--- src/source/wfe_defines.svh ---
// widths and window constants for the waveform feature pipeline, include in every design file
`ifndef WFE_DEFINES_SVH
`define WFE_DEFINES_SVH

// sample and accumulation widths
`define WFE_SAMPLE_W      11  // signed input sample
`define WFE_WINDOW_LOG2   6   // window length is 2**this
`define WFE_ACC_W         32  // per-window accumulators

// output formats
`define WFE_FEAT_W        16  // every feature output
`define WFE_FRAC_W        8   // q8.8 fraction bits of the ratios

// reciprocal table
`define WFE_RECIP_IDX_W   4   // table index bits below the leading one
`define WFE_RECIP_W       20  // one table entry, 2**20/(16+i)

`endif

--- src/source/wfe_pkg.sv ---
// shared types of the waveform feature pipeline, referenced by scoped names
`include "wfe_defines.svh"

package wfe_pkg;

    // data types
    typedef logic signed [`WFE_SAMPLE_W-1:0] sample_t;
    typedef logic signed [`WFE_ACC_W-1:0]    acc_t;
    typedef logic [`WFE_FEAT_W-1:0]          feature_t;
    typedef logic [`WFE_RECIP_W-1:0]         recip_t;

    // window collection fsm
    typedef enum logic {
        COLLECT_IDLE,  // waiting for the first sample of a window
        COLLECT_RUN    // inside a window
    } collect_state_e;

    // picks the result a divider gives for a zero divisor
    typedef enum logic {
        RATIO_CREST,   // zero mean square -> full scale
        RATIO_FORM     // zero mean abs -> 1.0
    } ratio_kind_e;

endpackage

--- src/source/window_stats_if.sv ---
// carries one window's raw totals from the accumulator to the formatter
`timescale 1ns/1ps
`include "wfe_defines.svh"

interface window_stats_if;

    logic                      stats_valid;  // one cycle after the last sample
    wfe_pkg::acc_t             sum_signal;
    wfe_pkg::acc_t             sum_abs;
    wfe_pkg::acc_t             sum_square;
    wfe_pkg::sample_t          peak_max;
    wfe_pkg::sample_t          peak_min;
    logic [`WFE_WINDOW_LOG2:0] cross_count;  // sign changes inside the window

    modport driver (
        output stats_valid, sum_signal, sum_abs, sum_square,
        output peak_max, peak_min, cross_count
    );

    // captured in the stats_valid cycle, no stall
    modport receiver (
        input stats_valid, sum_signal, sum_abs, sum_square,
        input peak_max, peak_min, cross_count
    );

endinterface

--- src/source/window_accumulator.sv ---
// collects samples into fixed windows and presents the per-window totals for one cycle
`timescale 1ns/1ps
`include "wfe_defines.svh"

module window_accumulator (
    input  logic                  clk,
    input  logic                  rst_n,
    input  wfe_pkg::sample_t      signal_in,
    input  logic                  signal_valid,
    window_stats_if.driver        stats
);

    localparam int MSB = `WFE_SAMPLE_W - 1;

    wfe_pkg::collect_state_e     state;
    logic [`WFE_WINDOW_LOG2-1:0] sample_cnt;
    wfe_pkg::sample_t            prev_sample;
    wfe_pkg::acc_t               abs_sample;
    wfe_pkg::acc_t               sq_sample;
    logic                        sign_flip;
    logic                        last_sample;

    // ======================================================================
    // per-sample terms
    // ======================================================================
    assign abs_sample  = signal_in[MSB] ? -wfe_pkg::acc_t'(signal_in)
                                        : wfe_pkg::acc_t'(signal_in);
    assign sq_sample   = signal_in * signal_in;  // signed, fits easily in 32 bits
    assign sign_flip   = prev_sample[MSB] ^ signal_in[MSB];
    assign last_sample = signal_valid && (state == wfe_pkg::COLLECT_RUN) && (sample_cnt == '1);

    // ======================================================================
    // collection fsm
    // ======================================================================
    always_ff @(posedge clk or negedge rst_n) begin
        if (!rst_n) begin
            state             <= wfe_pkg::COLLECT_IDLE;
            sample_cnt        <= '0;
            stats.stats_valid <= 1'b0;
        end else begin
            stats.stats_valid <= last_sample;
            if (signal_valid) begin
                sample_cnt <= sample_cnt + 1'b1;  // wraps to 0 on the last sample
                case (state)
                    wfe_pkg::COLLECT_IDLE: state <= wfe_pkg::COLLECT_RUN;
                    wfe_pkg::COLLECT_RUN: begin
                        if (sample_cnt == '1)
                            state <= wfe_pkg::COLLECT_IDLE;
                    end
                    default: state <= wfe_pkg::COLLECT_IDLE;
                endcase
            end
        end
    end

    // ======================================================================
    // accumulators
    // ======================================================================
    // the first sample of a window overwrites, so totals stay put while
    // stats_valid is high and the next window starts clean
    always_ff @(posedge clk) begin
        if (signal_valid) begin
            prev_sample <= signal_in;
            if (state == wfe_pkg::COLLECT_IDLE) begin
                stats.sum_signal  <= wfe_pkg::acc_t'(signal_in);
                stats.sum_abs     <= abs_sample;
                stats.sum_square  <= sq_sample;
                stats.peak_max    <= signal_in;
                stats.peak_min    <= signal_in;
                stats.cross_count <= '0;  // first sample has no predecessor
            end else begin
                stats.sum_signal  <= stats.sum_signal + wfe_pkg::acc_t'(signal_in);
                stats.sum_abs     <= stats.sum_abs + abs_sample;
                stats.sum_square  <= stats.sum_square + sq_sample;
                stats.cross_count <= stats.cross_count + sign_flip;
                if (signal_in > stats.peak_max)
                    stats.peak_max <= signal_in;
                if (signal_in < stats.peak_min)
                    stats.peak_min <= signal_in;
            end
        end
    end

    a_state_known: assert property (@(posedge clk) disable iff (!rst_n)
        !$isunknown(state));

    // windows are at least two samples long
    a_stats_single: assert property (@(posedge clk) disable iff (!rst_n)
        stats.stats_valid |=> !stats.stats_valid);

endmodule

--- src/source/reciprocal_lookup.sv ---
// normalizes a divisor and registers two neighbouring reciprocal table entries for interpolation
`timescale 1ns/1ps
`include "wfe_defines.svh"

module reciprocal_lookup (
    input  logic              clk,
    input  logic              rst_n,
    input  logic              lookup_valid,
    input  wfe_pkg::feature_t divisor,
    output wfe_pkg::recip_t   recip_base,
    output wfe_pkg::recip_t   recip_next,
    output logic [7:0]        offset,
    output logic [3:0]        norm_shift,
    output logic              zero_divisor,
    output logic              looked_valid
);

    localparam int FW = `WFE_FEAT_W;

    // entry i = round(2**20 / (16 + i)), entry 16 closes the last interval
    localparam wfe_pkg::recip_t RECIP_TABLE [17] = '{
        20'd65536, 20'd61681, 20'd58254, 20'd55188,
        20'd52429, 20'd49932, 20'd47663, 20'd45590,
        20'd43691, 20'd41943, 20'd40330, 20'd38836,
        20'd37449, 20'd36158, 20'd34953, 20'd33825,
        20'd32768
    };

    logic [3:0]                   lead_shift;
    wfe_pkg::feature_t            norm;
    logic [`WFE_RECIP_IDX_W-1:0]  idx;

    // shift that brings the leading one to the msb
    always_comb begin
        lead_shift = '0;
        for (int b = 0; b < FW; b++) begin
            if (divisor[b])
                lead_shift = 4'(FW - 1 - b);
        end
    end

    assign norm = divisor << lead_shift;
    assign idx  = norm[FW-2 -: `WFE_RECIP_IDX_W];  // four bits under the leading one

    always_ff @(posedge clk or negedge rst_n) begin
        if (!rst_n)
            looked_valid <= 1'b0;
        else
            looked_valid <= lookup_valid;
    end

    always_ff @(posedge clk) begin
        if (lookup_valid) begin
            recip_base   <= RECIP_TABLE[idx];
            recip_next   <= RECIP_TABLE[{1'b0, idx} + 5'd1];
            offset       <= norm[FW-2-`WFE_RECIP_IDX_W -: 8];
            norm_shift   <= lead_shift;
            zero_divisor <= (divisor == '0);
        end
    end

endmodule

--- src/source/ratio_divider.sv ---
// three-stage q8.8 divider: table lookup, linear interpolation, then multiply and saturate
`timescale 1ns/1ps
`include "wfe_defines.svh"

module ratio_divider #(
    parameter wfe_pkg::ratio_kind_e RATIO_KIND = wfe_pkg::RATIO_CREST
) (
    input  logic                                clk,
    input  logic                                rst_n,
    input  logic                                job_valid,
    input  logic [`WFE_FEAT_W+`WFE_FRAC_W-1:0]  dividend,
    input  wfe_pkg::feature_t                   divisor,
    output wfe_pkg::feature_t                   quotient,
    output logic                                quotient_valid
);

    localparam int DIV_W  = `WFE_FEAT_W + `WFE_FRAC_W;
    localparam int PROD_W = DIV_W + `WFE_RECIP_W;
    localparam wfe_pkg::feature_t ZERO_RESULT = (RATIO_KIND == wfe_pkg::RATIO_CREST) ?
        {`WFE_FEAT_W{1'b1}} : wfe_pkg::feature_t'(1 << `WFE_FRAC_W);

    wfe_pkg::recip_t          recip_base;
    wfe_pkg::recip_t          recip_next;
    logic [7:0]               offset;
    logic [3:0]               norm_shift;
    logic                     zero_divisor;
    logic                     looked_valid;
    logic [DIV_W-1:0]         dividend_q1;
    logic [DIV_W-1:0]         dividend_q2;
    logic [3:0]               shift_q2;
    logic                     zero_q2;
    logic                     interp_valid;
    wfe_pkg::recip_t          recip_interp;
    wfe_pkg::recip_t          recip_step;
    logic [`WFE_RECIP_W+7:0]  step_scaled;
    logic [PROD_W-1:0]        product;
    logic [PROD_W-1:0]        scaled;

    reciprocal_lookup u_lookup (
        .clk          (clk),
        .rst_n        (rst_n),
        .lookup_valid (job_valid),
        .divisor      (divisor),
        .recip_base   (recip_base),
        .recip_next   (recip_next),
        .offset       (offset),
        .norm_shift   (norm_shift),
        .zero_divisor (zero_divisor),
        .looked_valid (looked_valid)
    );

    // table falls with i, so interpolate downward from the base entry
    assign recip_step  = recip_base - recip_next;
    assign step_scaled = recip_step * offset;

    // recip is 2**31/norm and norm is divisor << shift
    assign product = dividend_q2 * recip_interp;
    assign scaled  = product >> (5'd31 - {1'b0, shift_q2});

    always_ff @(posedge clk or negedge rst_n) begin
        if (!rst_n) begin
            interp_valid   <= 1'b0;
            quotient_valid <= 1'b0;
        end else begin
            interp_valid   <= looked_valid;
            quotient_valid <= interp_valid;
        end
    end

    always_ff @(posedge clk) begin
        if (job_valid)
            dividend_q1 <= dividend;  // rides alongside the lookup
        if (looked_valid) begin
            recip_interp <= recip_base - wfe_pkg::recip_t'(step_scaled >> 8);
            dividend_q2  <= dividend_q1;
            shift_q2     <= norm_shift;
            zero_q2      <= zero_divisor;
        end
        if (interp_valid) begin
            if (zero_q2)
                quotient <= ZERO_RESULT;
            else if (|scaled[PROD_W-1:`WFE_FEAT_W])
                quotient <= {`WFE_FEAT_W{1'b1}};  // saturate
            else
                quotient <= scaled[`WFE_FEAT_W-1:0];
        end
    end

    a_job_latency: assert property (@(posedge clk) disable iff (!rst_n)
        job_valid |-> ##3 quotient_valid);

endmodule

--- src/source/feature_formatter.sv ---
// scales window totals into features, launches both ratio jobs and registers the outputs
`timescale 1ns/1ps
`include "wfe_defines.svh"

module feature_formatter (
    input  logic                                clk,
    input  logic                                rst_n,
    window_stats_if.receiver                    stats,
    input  wfe_pkg::feature_t                   crest_quotient,
    input  wfe_pkg::feature_t                   form_quotient,
    input  logic                                quotient_valid,
    output logic [`WFE_FEAT_W+`WFE_FRAC_W-1:0]  crest_dividend,
    output wfe_pkg::feature_t                   crest_divisor,
    output logic [`WFE_FEAT_W+`WFE_FRAC_W-1:0]  form_dividend,
    output wfe_pkg::feature_t                   form_divisor,
    output logic                                job_valid,
    output wfe_pkg::feature_t                   zcr,
    output wfe_pkg::feature_t                   peak_to_peak,
    output logic signed [`WFE_FEAT_W-1:0]       mean_value,
    output wfe_pkg::feature_t                   mean_square,
    output wfe_pkg::feature_t                   crest_factor,
    output wfe_pkg::feature_t                   form_factor,
    output logic                                features_valid
);

    localparam int FW = `WFE_FEAT_W;

    logic [FW:0]        zcr_wide;
    wfe_pkg::feature_t  zcr_sat;
    wfe_pkg::feature_t  p2p;
    wfe_pkg::acc_t      mean_full;
    wfe_pkg::acc_t      msq_full;
    wfe_pkg::acc_t      mabs_full;
    wfe_pkg::feature_t  msq_sat;
    logic [4*FW-1:0]    direct_dly [4];  // prepared word, then three delay taps

    // ======================================================================
    // prepare
    // ======================================================================
    assign zcr_wide  = (FW + 1)'(stats.cross_count) << (FW - `WFE_WINDOW_LOG2);
    assign zcr_sat   = zcr_wide[FW] ? {FW{1'b1}} : zcr_wide[FW-1:0];
    assign p2p       = wfe_pkg::feature_t'(stats.peak_max) - wfe_pkg::feature_t'(stats.peak_min);
    assign mean_full = stats.sum_signal >>> `WFE_WINDOW_LOG2;
    assign msq_full  = stats.sum_square >> `WFE_WINDOW_LOG2;
    assign mabs_full = stats.sum_abs >> `WFE_WINDOW_LOG2;
    assign msq_sat   = (|msq_full[`WFE_ACC_W-1:FW]) ? {FW{1'b1}} : msq_full[FW-1:0];

    always_ff @(posedge clk) begin
        if (stats.stats_valid) begin
            crest_dividend <= {p2p, {`WFE_FRAC_W{1'b0}}};  // p2p * 256
            crest_divisor  <= msq_sat;
            form_dividend  <= {msq_sat, {`WFE_FRAC_W{1'b0}}};
            form_divisor   <= mabs_full[FW-1:0];
        end
        // direct features wait out the divider latency
        direct_dly[0] <= {zcr_sat, p2p, mean_full[FW-1:0], msq_sat};
        for (int i = 1; i < 4; i++)
            direct_dly[i] <= direct_dly[i-1];
    end

    // ======================================================================
    // output registers
    // ======================================================================
    always_ff @(posedge clk or negedge rst_n) begin
        if (!rst_n) begin
            job_valid      <= 1'b0;
            features_valid <= 1'b0;
            zcr            <= '0;
            peak_to_peak   <= '0;
            mean_value     <= '0;
            mean_square    <= '0;
            crest_factor   <= '0;
            form_factor    <= '0;
        end else begin
            job_valid      <= stats.stats_valid;
            features_valid <= quotient_valid;
            if (quotient_valid) begin  // hold until the next window
                {zcr, peak_to_peak, mean_value, mean_square} <= direct_dly[3];
                crest_factor <= crest_quotient;
                form_factor  <= form_quotient;
            end
        end
    end

    a_features_pulse: assert property (@(posedge clk) disable iff (!rst_n)
        features_valid |=> !features_valid);

endmodule

--- src/source/waveform_features.sv ---
// top level of the waveform feature extractor: accumulator, formatter and two ratio dividers
`timescale 1ns/1ps
`include "wfe_defines.svh"

module waveform_features (
    input  logic                          clk,
    input  logic                          rst_n,
    input  wfe_pkg::sample_t              signal_in,
    input  logic                          signal_valid,
    output wfe_pkg::feature_t             zcr,
    output wfe_pkg::feature_t             peak_to_peak,
    output logic signed [`WFE_FEAT_W-1:0] mean_value,
    output wfe_pkg::feature_t             mean_square,
    output wfe_pkg::feature_t             crest_factor,
    output wfe_pkg::feature_t             form_factor,
    output logic                          features_valid
);

    logic [`WFE_FEAT_W+`WFE_FRAC_W-1:0] crest_dividend;
    logic [`WFE_FEAT_W+`WFE_FRAC_W-1:0] form_dividend;
    wfe_pkg::feature_t                  crest_divisor;
    wfe_pkg::feature_t                  form_divisor;
    wfe_pkg::feature_t                  crest_quotient;
    wfe_pkg::feature_t                  form_quotient;
    logic                               job_valid;
    logic                               quotient_valid;

    window_stats_if u_stats_if ();

    window_accumulator u_accumulator (
        .clk (clk), .rst_n (rst_n),
        .signal_in (signal_in), .signal_valid (signal_valid),
        .stats (u_stats_if.driver)
    );

    feature_formatter u_formatter (
        .clk (clk), .rst_n (rst_n),
        .stats (u_stats_if.receiver),
        .crest_quotient (crest_quotient), .form_quotient (form_quotient),
        .quotient_valid (quotient_valid),
        .crest_dividend (crest_dividend), .crest_divisor (crest_divisor),
        .form_dividend (form_dividend), .form_divisor (form_divisor),
        .job_valid (job_valid),
        .zcr (zcr), .peak_to_peak (peak_to_peak), .mean_value (mean_value),
        .mean_square (mean_square), .crest_factor (crest_factor),
        .form_factor (form_factor), .features_valid (features_valid)
    );

    ratio_divider #(.RATIO_KIND (wfe_pkg::RATIO_CREST)) u_crest_div (
        .clk (clk), .rst_n (rst_n), .job_valid (job_valid),
        .dividend (crest_dividend), .divisor (crest_divisor),
        .quotient (crest_quotient), .quotient_valid (quotient_valid)
    );

    // same latency as the crest divider, its valid is not needed
    ratio_divider #(.RATIO_KIND (wfe_pkg::RATIO_FORM)) u_form_div (
        .clk (clk), .rst_n (rst_n), .job_valid (job_valid),
        .dividend (form_dividend), .divisor (form_divisor),
        .quotient (form_quotient), .quotient_valid ()
    );

endmodule

--- config.mk ---
export PLATFORM = sky130hd
export DESIGN_NAME = waveform_features
export DESIGN_NICKNAME = d
export VERILOG_FILES = /design/src/source/wfe_pkg.sv /design/src/source/window_stats_if.sv /design/src/source/window_accumulator.sv /design/src/source/reciprocal_lookup.sv /design/src/source/ratio_divider.sv /design/src/source/feature_formatter.sv /design/src/source/waveform_features.sv
export VERILOG_INCLUDE_DIRS = /design/src /design/src/source
export SDC_FILE = /design/constraint.sdc
export NUM_CORES = 2
export LEC_CHECK = 0
export BUFFER_PORTS_ARGS = -buffer_cell sky130_fd_sc_hd__buf_2
export CAP_MARGIN = 5
export CORE_ASPECT_RATIO = 1.2
export CORE_MARGIN = 2
export CORE_UTILIZATION = 30
export DETAILED_ROUTE_END_ITERATION = 6
export PLACE_DENSITY = 0.55
export SLEW_MARGIN = 20
export SYNTH_ARGS = -nofsm -noshare
export SYNTH_HDL_FRONTEND = slang
export SYNTH_SLANG_ARGS = --single-unit
export TNS_END_PERCENT = 10
--- constraint.sdc ---
create_clock -name clk -period 9.3 [get_ports clk]
set_input_delay 2.79 -clock clk [delete_from_list [all_inputs] [get_ports clk]]
set_output_delay 2.79 -clock clk [all_outputs]
set_load 0.01 [all_outputs]
Yosys cells after proc, flatten, opt, wreduce, memory -nomap -nowiden

Memories as Yosys holds them, arrays and structs flattened. A register that Yosys moved wholly into a read port is not among the register bits.
Cells that the tools add are included.

Register bits after elaboration: 401
RAM bits: 256
Bits in read-only memories: 2,560
Bits of input ports: 14
Output and inout port bits: 97
Word-level logic and storage cells: 135
Memories kept: 5

Memories:

| memory                 | words | bits a word | read ports | clocked after memory_dff | wr ports | RTL line                | source |
|---|---|---|---|---|---|---|---|
| (name not given)       | 32    | 20          | 1          | 1                        | 0        | reciprocal_lookup.sv:55 | `recip_next <= RECIP_TABLE[{1'b0, idx} + 5'd1];` |
| (name not given)       | 32    | 20          | 1          | 1                        | 0        | reciprocal_lookup.sv:55 |  |
| (name not given)       | 32    | 20          | 1          | 1                        | 0        | reciprocal_lookup.sv:54 | `recip_base <= RECIP_TABLE[idx];` |
| (name not given)       | 32    | 20          | 1          | 1                        | 0        | reciprocal_lookup.sv:54 |  |
| u_formatter.direct_dly | 4     | 64          | 4          | 1                        | 4        | feature_formatter.sv:35 | `logic [4*FW-1:0] direct_dly [4];` |

Add/subtract/negate cells: 15
Multipliers: 5
Order comparisons: 2
Equality and inequality tests: 3
Shift-type cells: 4
Mux-type cells: 45
Bitwise gates (word level): 6
Reductions and logical operators: 11

Operator list:

| kind                                             | number |
|---|---|
| two-way mux 32 bit                               | 4 |
| two-way mux 4 bit                                | 32 |
| >> shifter 44 x 5 -> 44 bit                      | 2 |
| subtractor 20 bit                                | 4 |
| multiplier 16 x 20 -> 36 bit                     | 2 |
| adder 32 bit                                     | 2 |
| OR reduction 29 bit                              | 2 |
| multiplier 20 x 8 -> 28 bit                      | 2 |
| two-way mux 16 bit                               | 3 |
| two-way mux 11 bit                               | 4 |
| adder 32 x 11 -> 32 bit                          | 1 |
| logical NOT 16 bit                               | 2 |
| negator 11 -> 32 bit                             | 1 |
| left shift 16 x 4 -> 15 bit                      | 2 |
| OR reduction 28 bit                              | 1 |
| multiplier 11 x 11 -> 22 bit                     | 1 |
| NOT 5 -> 6 bit                                   | 2 |
| subtractor 11 x 11 -> 12 bit                     | 1 |
| greater-than comparator 11 bit                   | 1 |
| less-than comparator 11 bit                      | 1 |
| adder 4 x 1 -> 5 bit (second input constant)     | 2 |
| NOT 4 -> 5 bit                                   | 2 |
| OR reduction 10 bit                              | 1 |
| subtractor 5 x 4 -> 5 bit (first input constant) | 2 |
| 11 further kinds                                 | 14 |

Depth between registers and ports, before layout

Depth in word-level cells: 19
Mapped depth: 41
Mapped depth without buffers: 41

By module

From an unflattened synthesis, not the netlist that was laid out.

Cells, all modules: 8,692
Area total of the unflattened synthesis: 84,484.8 sq um

Modules (own cells, without submodules):

| module                                    | times used | cells each | area an instance (sq um) |
|---|---|---|---|
| ratio_divider at u_crest_div              | 1          | 2,902      | 26,654.3 |
| ratio_divider at u_form_div               | 1          | 2,881      | 26,250.2 |
| window_accumulator                        | 1          | 1,532      | 14,625.3 |
| feature_formatter                         | 1          | 577        | 9,570.4 |
| reciprocal_lookup at u_form_div.u_lookup  | 1          | 433        | 3,854.9 |
| reciprocal_lookup at u_crest_div.u_lookup | 1          | 367        | 3,529.6 |

Least setup slack after synthesis

Ideal clock, no wire load.

Path kind: input to register
Start point: in signal_in[10]
End point: reg u_accumulator.stats.sum_square[31], data pin
Data arrival time: 9.785 ns
Data required time: 9.022 ns
Setup slack: -0.762 ns
Cell stages on the path: 30
Buffers on the path: 2
Path through: clkbuf_1 -> clkbuf_1 -> and2_1 -> fa_1 -> fa_1 -> inv_1 -> fa_1 -> fa_1 -> fa_1 -> inv_1 -> ha_1 -> a21o_1 -> a21o_1 -> a21o_1 -> and2_1 -> o21ai_0 -> o311ai_0 -> nor2_1 -> ha_1 -> nand2_1 -> nor2_1 -> a31oi_1 -> nand4_1 -> nand4_1 -> nand3_1 -> o41a_1 -> a31oi_1 -> xnor2_1 -> nand2_1 -> xnor2_1

Longest elaborated chain between the ends: 3

RTL lines:

| what                           | RTL line                 | source |
|---|---|---|
| start: declaration             | waveform_features.sv:8   | `input wfe_pkg::sample_t signal_in,` |
| multiplier 11 x 11 -> 22 bit * | window_accumulator.sv:28 | `assign sq_sample = signal_in * signal_in;` |
| adder 32 bit                   | window_accumulator.sv:74 | `stats.sum_square <= stats.sum_square + sq_sample;` |
| two-way mux 32 bit *           | window_accumulator.sv:64 | `if (state == wfe_pkg::COLLECT_IDLE) begin` |
| end signal: assignment         | window_accumulator.sv:67 | `stats.sum_square <= sq_sample;` |
| end signal: assignment         | window_accumulator.sv:74 |  |
| end: declaration               | window_stats_if.sv:16    | `output stats_valid, sum_signal, sum_abs, sum_square,` |

Every way passes the cells marked *; elsewhere a longest branch is shown, timed or not.
A chain may end at the register's enable or synchronous reset.

Final worst setup path

Start point: in signal_in[6]
End point: reg u_accumulator.stats.sum_square[31], data pin

The elaborated chain is that of the path after synthesis.

==> impl_metrics.json <==
{
  "num-nets-final": 8603,
  "drv_cap": 0,
  "die-width_um": 439,
  "crit_top_cell": "fa_1",
  "fill_cells": 23000,
  "synth_edf_count": 382,
  "via_per_inst": 4.79,
  "seq_area_frac_synth_pct": 26.4,
  "cts_buffers": 81,
  "r2r_start": "u_crest_div.dividend_q2[9]$_DFFE_PP_",
  "grt_use_total_pct": 15.0,
  "power_density_nw_per_um2": 304,
  "drtPass1Iterations": 7,
  "cp_max_fo": 5,
  "period_share_pct": 99.2,
  "seqCellArea_um2": 18000,
  "ys_types": 107,
  "finalNonFillerCells": 10300,
  "cts_tree": "done",
  "slew_headroom_pct": 31.9,
  "hold_path_class": "reg2reg",
  "async_flop_share_pct": 14.1,
  "multi_input_area_um2": 45000,
  "synth_warnings": 0,
  "cts_root_buf": "clkbuf_16",
  "crit_slowest_cell": "fa_1",
  "post_drt_wl_per_cell_um": 16.8,
  "io_pins": 111,
  "cp_slowest_stage_delay_ps": 590,
  "status": "complete, but fails checks",
  "syn_inst": 7013,
  "drt-total-wl_um": 173000,
  "setup_viol": 0,
  "grt_remaining_overflow": 0,
  "fp.dieH_um": 526,
  "violations": "design-rule violations",
  "drv_slew": 0,
  "dp_hpwl_um": 136000,
  "arrival_ps": 9710,
  "place_inst": 10100,
  "skew_ps": 69.6,
  "io_buffers": 110,
  "dieArea_um2": 231000,
  "hold_violations": 0,
  "worst_slew_pin_slew_ps": 1020,
  "min_period_ps": 9230,
  "grt_pass1_vias": 51800,
  "end_kind": "register",
  "cts.clk_slew.worst_paths_ps": 60,
  "critPathLaunch": "signal_in[6]",
  "cts_num_sinks": 682,
  "post-synth-top-area-cell": "fa_1",
  "grt_max_degree": 80,
  "area_delta_synth_final_pct": 13.1,
  "ff2ff_setup_slack_ps": 550,
  "ir_drop_uv": 613,
  "ff2ff_path_depth": 25,
  "cts_buffer_depth": 3,
  "vias": 49300,
  "synth.top_cells.by_area": "fa_1 (24%), edfxtp_1 (17%), ha_1 (10%), inv_1 (6.3%), dfxtp_1 (6.0%)",
  "synth_ff_type": "edfxtp_1",
  "h-tree-depth": 3,
  "synth_top_area_share_pct": 24.0,
  "p_leak_nw": 35.4,
  "criticalPathCategory": "in2reg",
  "grt_antenna_before_repair": 1,
  "drtIter0Drc": 2662,
  "routabilityCongestion": 0.863,
  "r2r_end": "u_crest_div.quotient[10]$_SDFFCE_PP1P_",
  "fp-row-count": 191,
  "detail-route-antenna-nets": 0,
  "syn_avg_cell_area_um2": 9.71,
  "drive_gt1_share_pct": 12.0,
  "max_freq_ghz": 0.108,
  "dpl-instance-area_um2": 73600,
  "ys_ff_latch": 682,
  "worstPathRequired_ps": 9780,
  "netlist_area_um2": 68100,
  "hold_slack_ps": 313,
  "startpoint_type": "input pin",
  "start_util_pct": 30.2,
  "core_area_um2": 226000,
  "finish.instance_area_um2": 77000,
  "grt_pass1_wl_um": 279000,
  "drcViolationCount": 10,
  "crit_end": "u_accumulator.stats.sum_square[31]$_DFFE_PP_",
  "clk_latency_ps": 750,
  "rsz0062_at_grt": "true"
}
per-layer routing:
| metal | track usage [%] | routed length, µm |
|---|---|---|
| met5 | 0 | 0 |
| met4 | 4.84 | 5420 |
| met3 | 1.57 | 5820 |
| met2 | 26.9 | 88100 |
| met1 | 18.6 | 73600 |
per-stage QoR:
| step | total power [W] | utilization (%) | TNS [ps] | worst slack (ps) |
|---|---|---|---|---|
| floorplan | 0.0149 | - | -559 | -267 |
| global placement | 0.0189 | 32.6 | -3020 | -667 |
| detailed placement | 0.0192 | 32.6 | -3230 | -752 |
| CTS | 0.0229 | 33.9 | 0 | 12.9 |
| global route | 0.0256 | 34.1 | -566 | -237 |
| finish | 0.0234 | 34.1 | 0 | 70.0 |
synth_stat cells, drive strengths merged (33+ instances only):
cell and n:
inv 1142, fa 816, nand2 719, ha 550, and2 468, edfxtp 382, nor2 325, clkbuf 260
a21oi 248, o21ai 223, dfxtp 204, xnor2 162, mux2 122, nor3 100, dfrtp 96, a21o 95
nand3 92, xor2 87, mux2i 83, nor2b 77, or2 51, buf 49, o21a 46, nand2b 45
a211oi 40, a31oi 40, o211ai 34, nand4 33, o21bai 33
report_power, final:
| part | switching (W) | total [W] | internal, W |
|---|---|---|---|
| Sequential | 0.000233 | 0.00446 | 0.00422 |
| Combinational | 0.00780 | 0.0155 | 0.00767 |
| Clock | 0.00145 | 0.00349 | 0.00204 |
cell type report:
class                   instances  area share [%]
clock buffers                 104            3.03
multi-input cells            4881            58.4
repair buffers                430            3.91
flip-flops and latches        682            23.4
inverters                    1147            5.59
diodes                          3         0.00975
clock inverters                48           0.821
well taps                    2991            4.86
cell usage in the layout (no fill, tap or decap), types with 95 or more instances in the layout:
cell type  Yosys  final
and2_1       467    459
xnor2_1      162    157
edfxtp_1     382    382
fa_1         816    815
buf_2         14    103
inv_1       1141   1136
dfxtp_1      204    204
nand2_1      719    717
ha_1         550    543
o21ai_0      214    199
buf_4         16    320
nor3_1       100     98
a21o_1        95     95
nor2_1       325    322
mux2_2       122    122
a21oi_1      248    226
worst min-delay path by stage:
stage | startpoint | endpoint | slack, ps | cells after the start
final | u_formatter.direct_dly[1][3]$_DFF_P_ | u_formatter.direct_dly[2][3]$_DFF_P_ | 310 | 0
after global routing | u_formatter.direct_dly[0][5]$_DFF_P_ | u_formatter.direct_dly[1][5]$_DFF_P_ | 320 | 0
after CTS | u_formatter.direct_dly[0][5]$_DFF_P_ | u_formatter.direct_dly[1][5]$_DFF_P_ | 320 | 0
after detailed placement | u_formatter.direct_dly[0][13]$_DFF_P_ | u_formatter.direct_dly[1][13]$_DFF_P_ | 310 | 0
after global placement | u_formatter.direct_dly[1][23]$_DFF_P_ | u_formatter.direct_dly[2][23]$_DFF_P_ | 310 | 0
after floorplan | u_formatter.direct_dly[0][0]$_DFF_P_ | u_formatter.direct_dly[1][0]$_DFF_P_ | 310 | 0
sequential cells by signal, indices dropped and copies added, names as in the netlist, 20 cells and up:
register	count
u_accumulator.stats.sum_abs	22
u_accumulator.stats.sum_signal	22
u_accumulator.stats.sum_square	32
u_crest_div.recip_interp	20
u_form_div.recip_interp	20
u_formatter.direct_dly	204
kinds of logic (layout without fill, tap and decap cells):
family | after synthesis | in the layout | share of synthesized area, %
compound gates | 1026 | 1026 | 10.2
xor+xnor | 249 | 249 | 3.20
fa+ha+maj | 1368 | 1368 | 34.1
buf+inv | 1456 | 1729 | 8.18
flops | 682 | 682 | 26.4
mux | 209 | 209 | 3.37
other cells | 1 | 10 | 0.00551
simple gates | 2022 | 2022 | 14.5
worst max-delay path: cells and delay by family:
kind                       cells  cell delay (ps)
and+or+nand+nor                6              720
buffers and inverters          6              400
xor gates and xnor gates       3              470
adders and majority gates      7             3190
AOI/OAI and AO/OA             12             2140
timing repair:
item / 4_1_cts / 5_1_grt
pin swaps: 0 / 44
hold buffers: 0 / 0
endpoints found under the setup margin: 2 / 15
setup buffers: 0 / 12
resized for setup: 4 / 89
(Power assumes the default switching activity.)
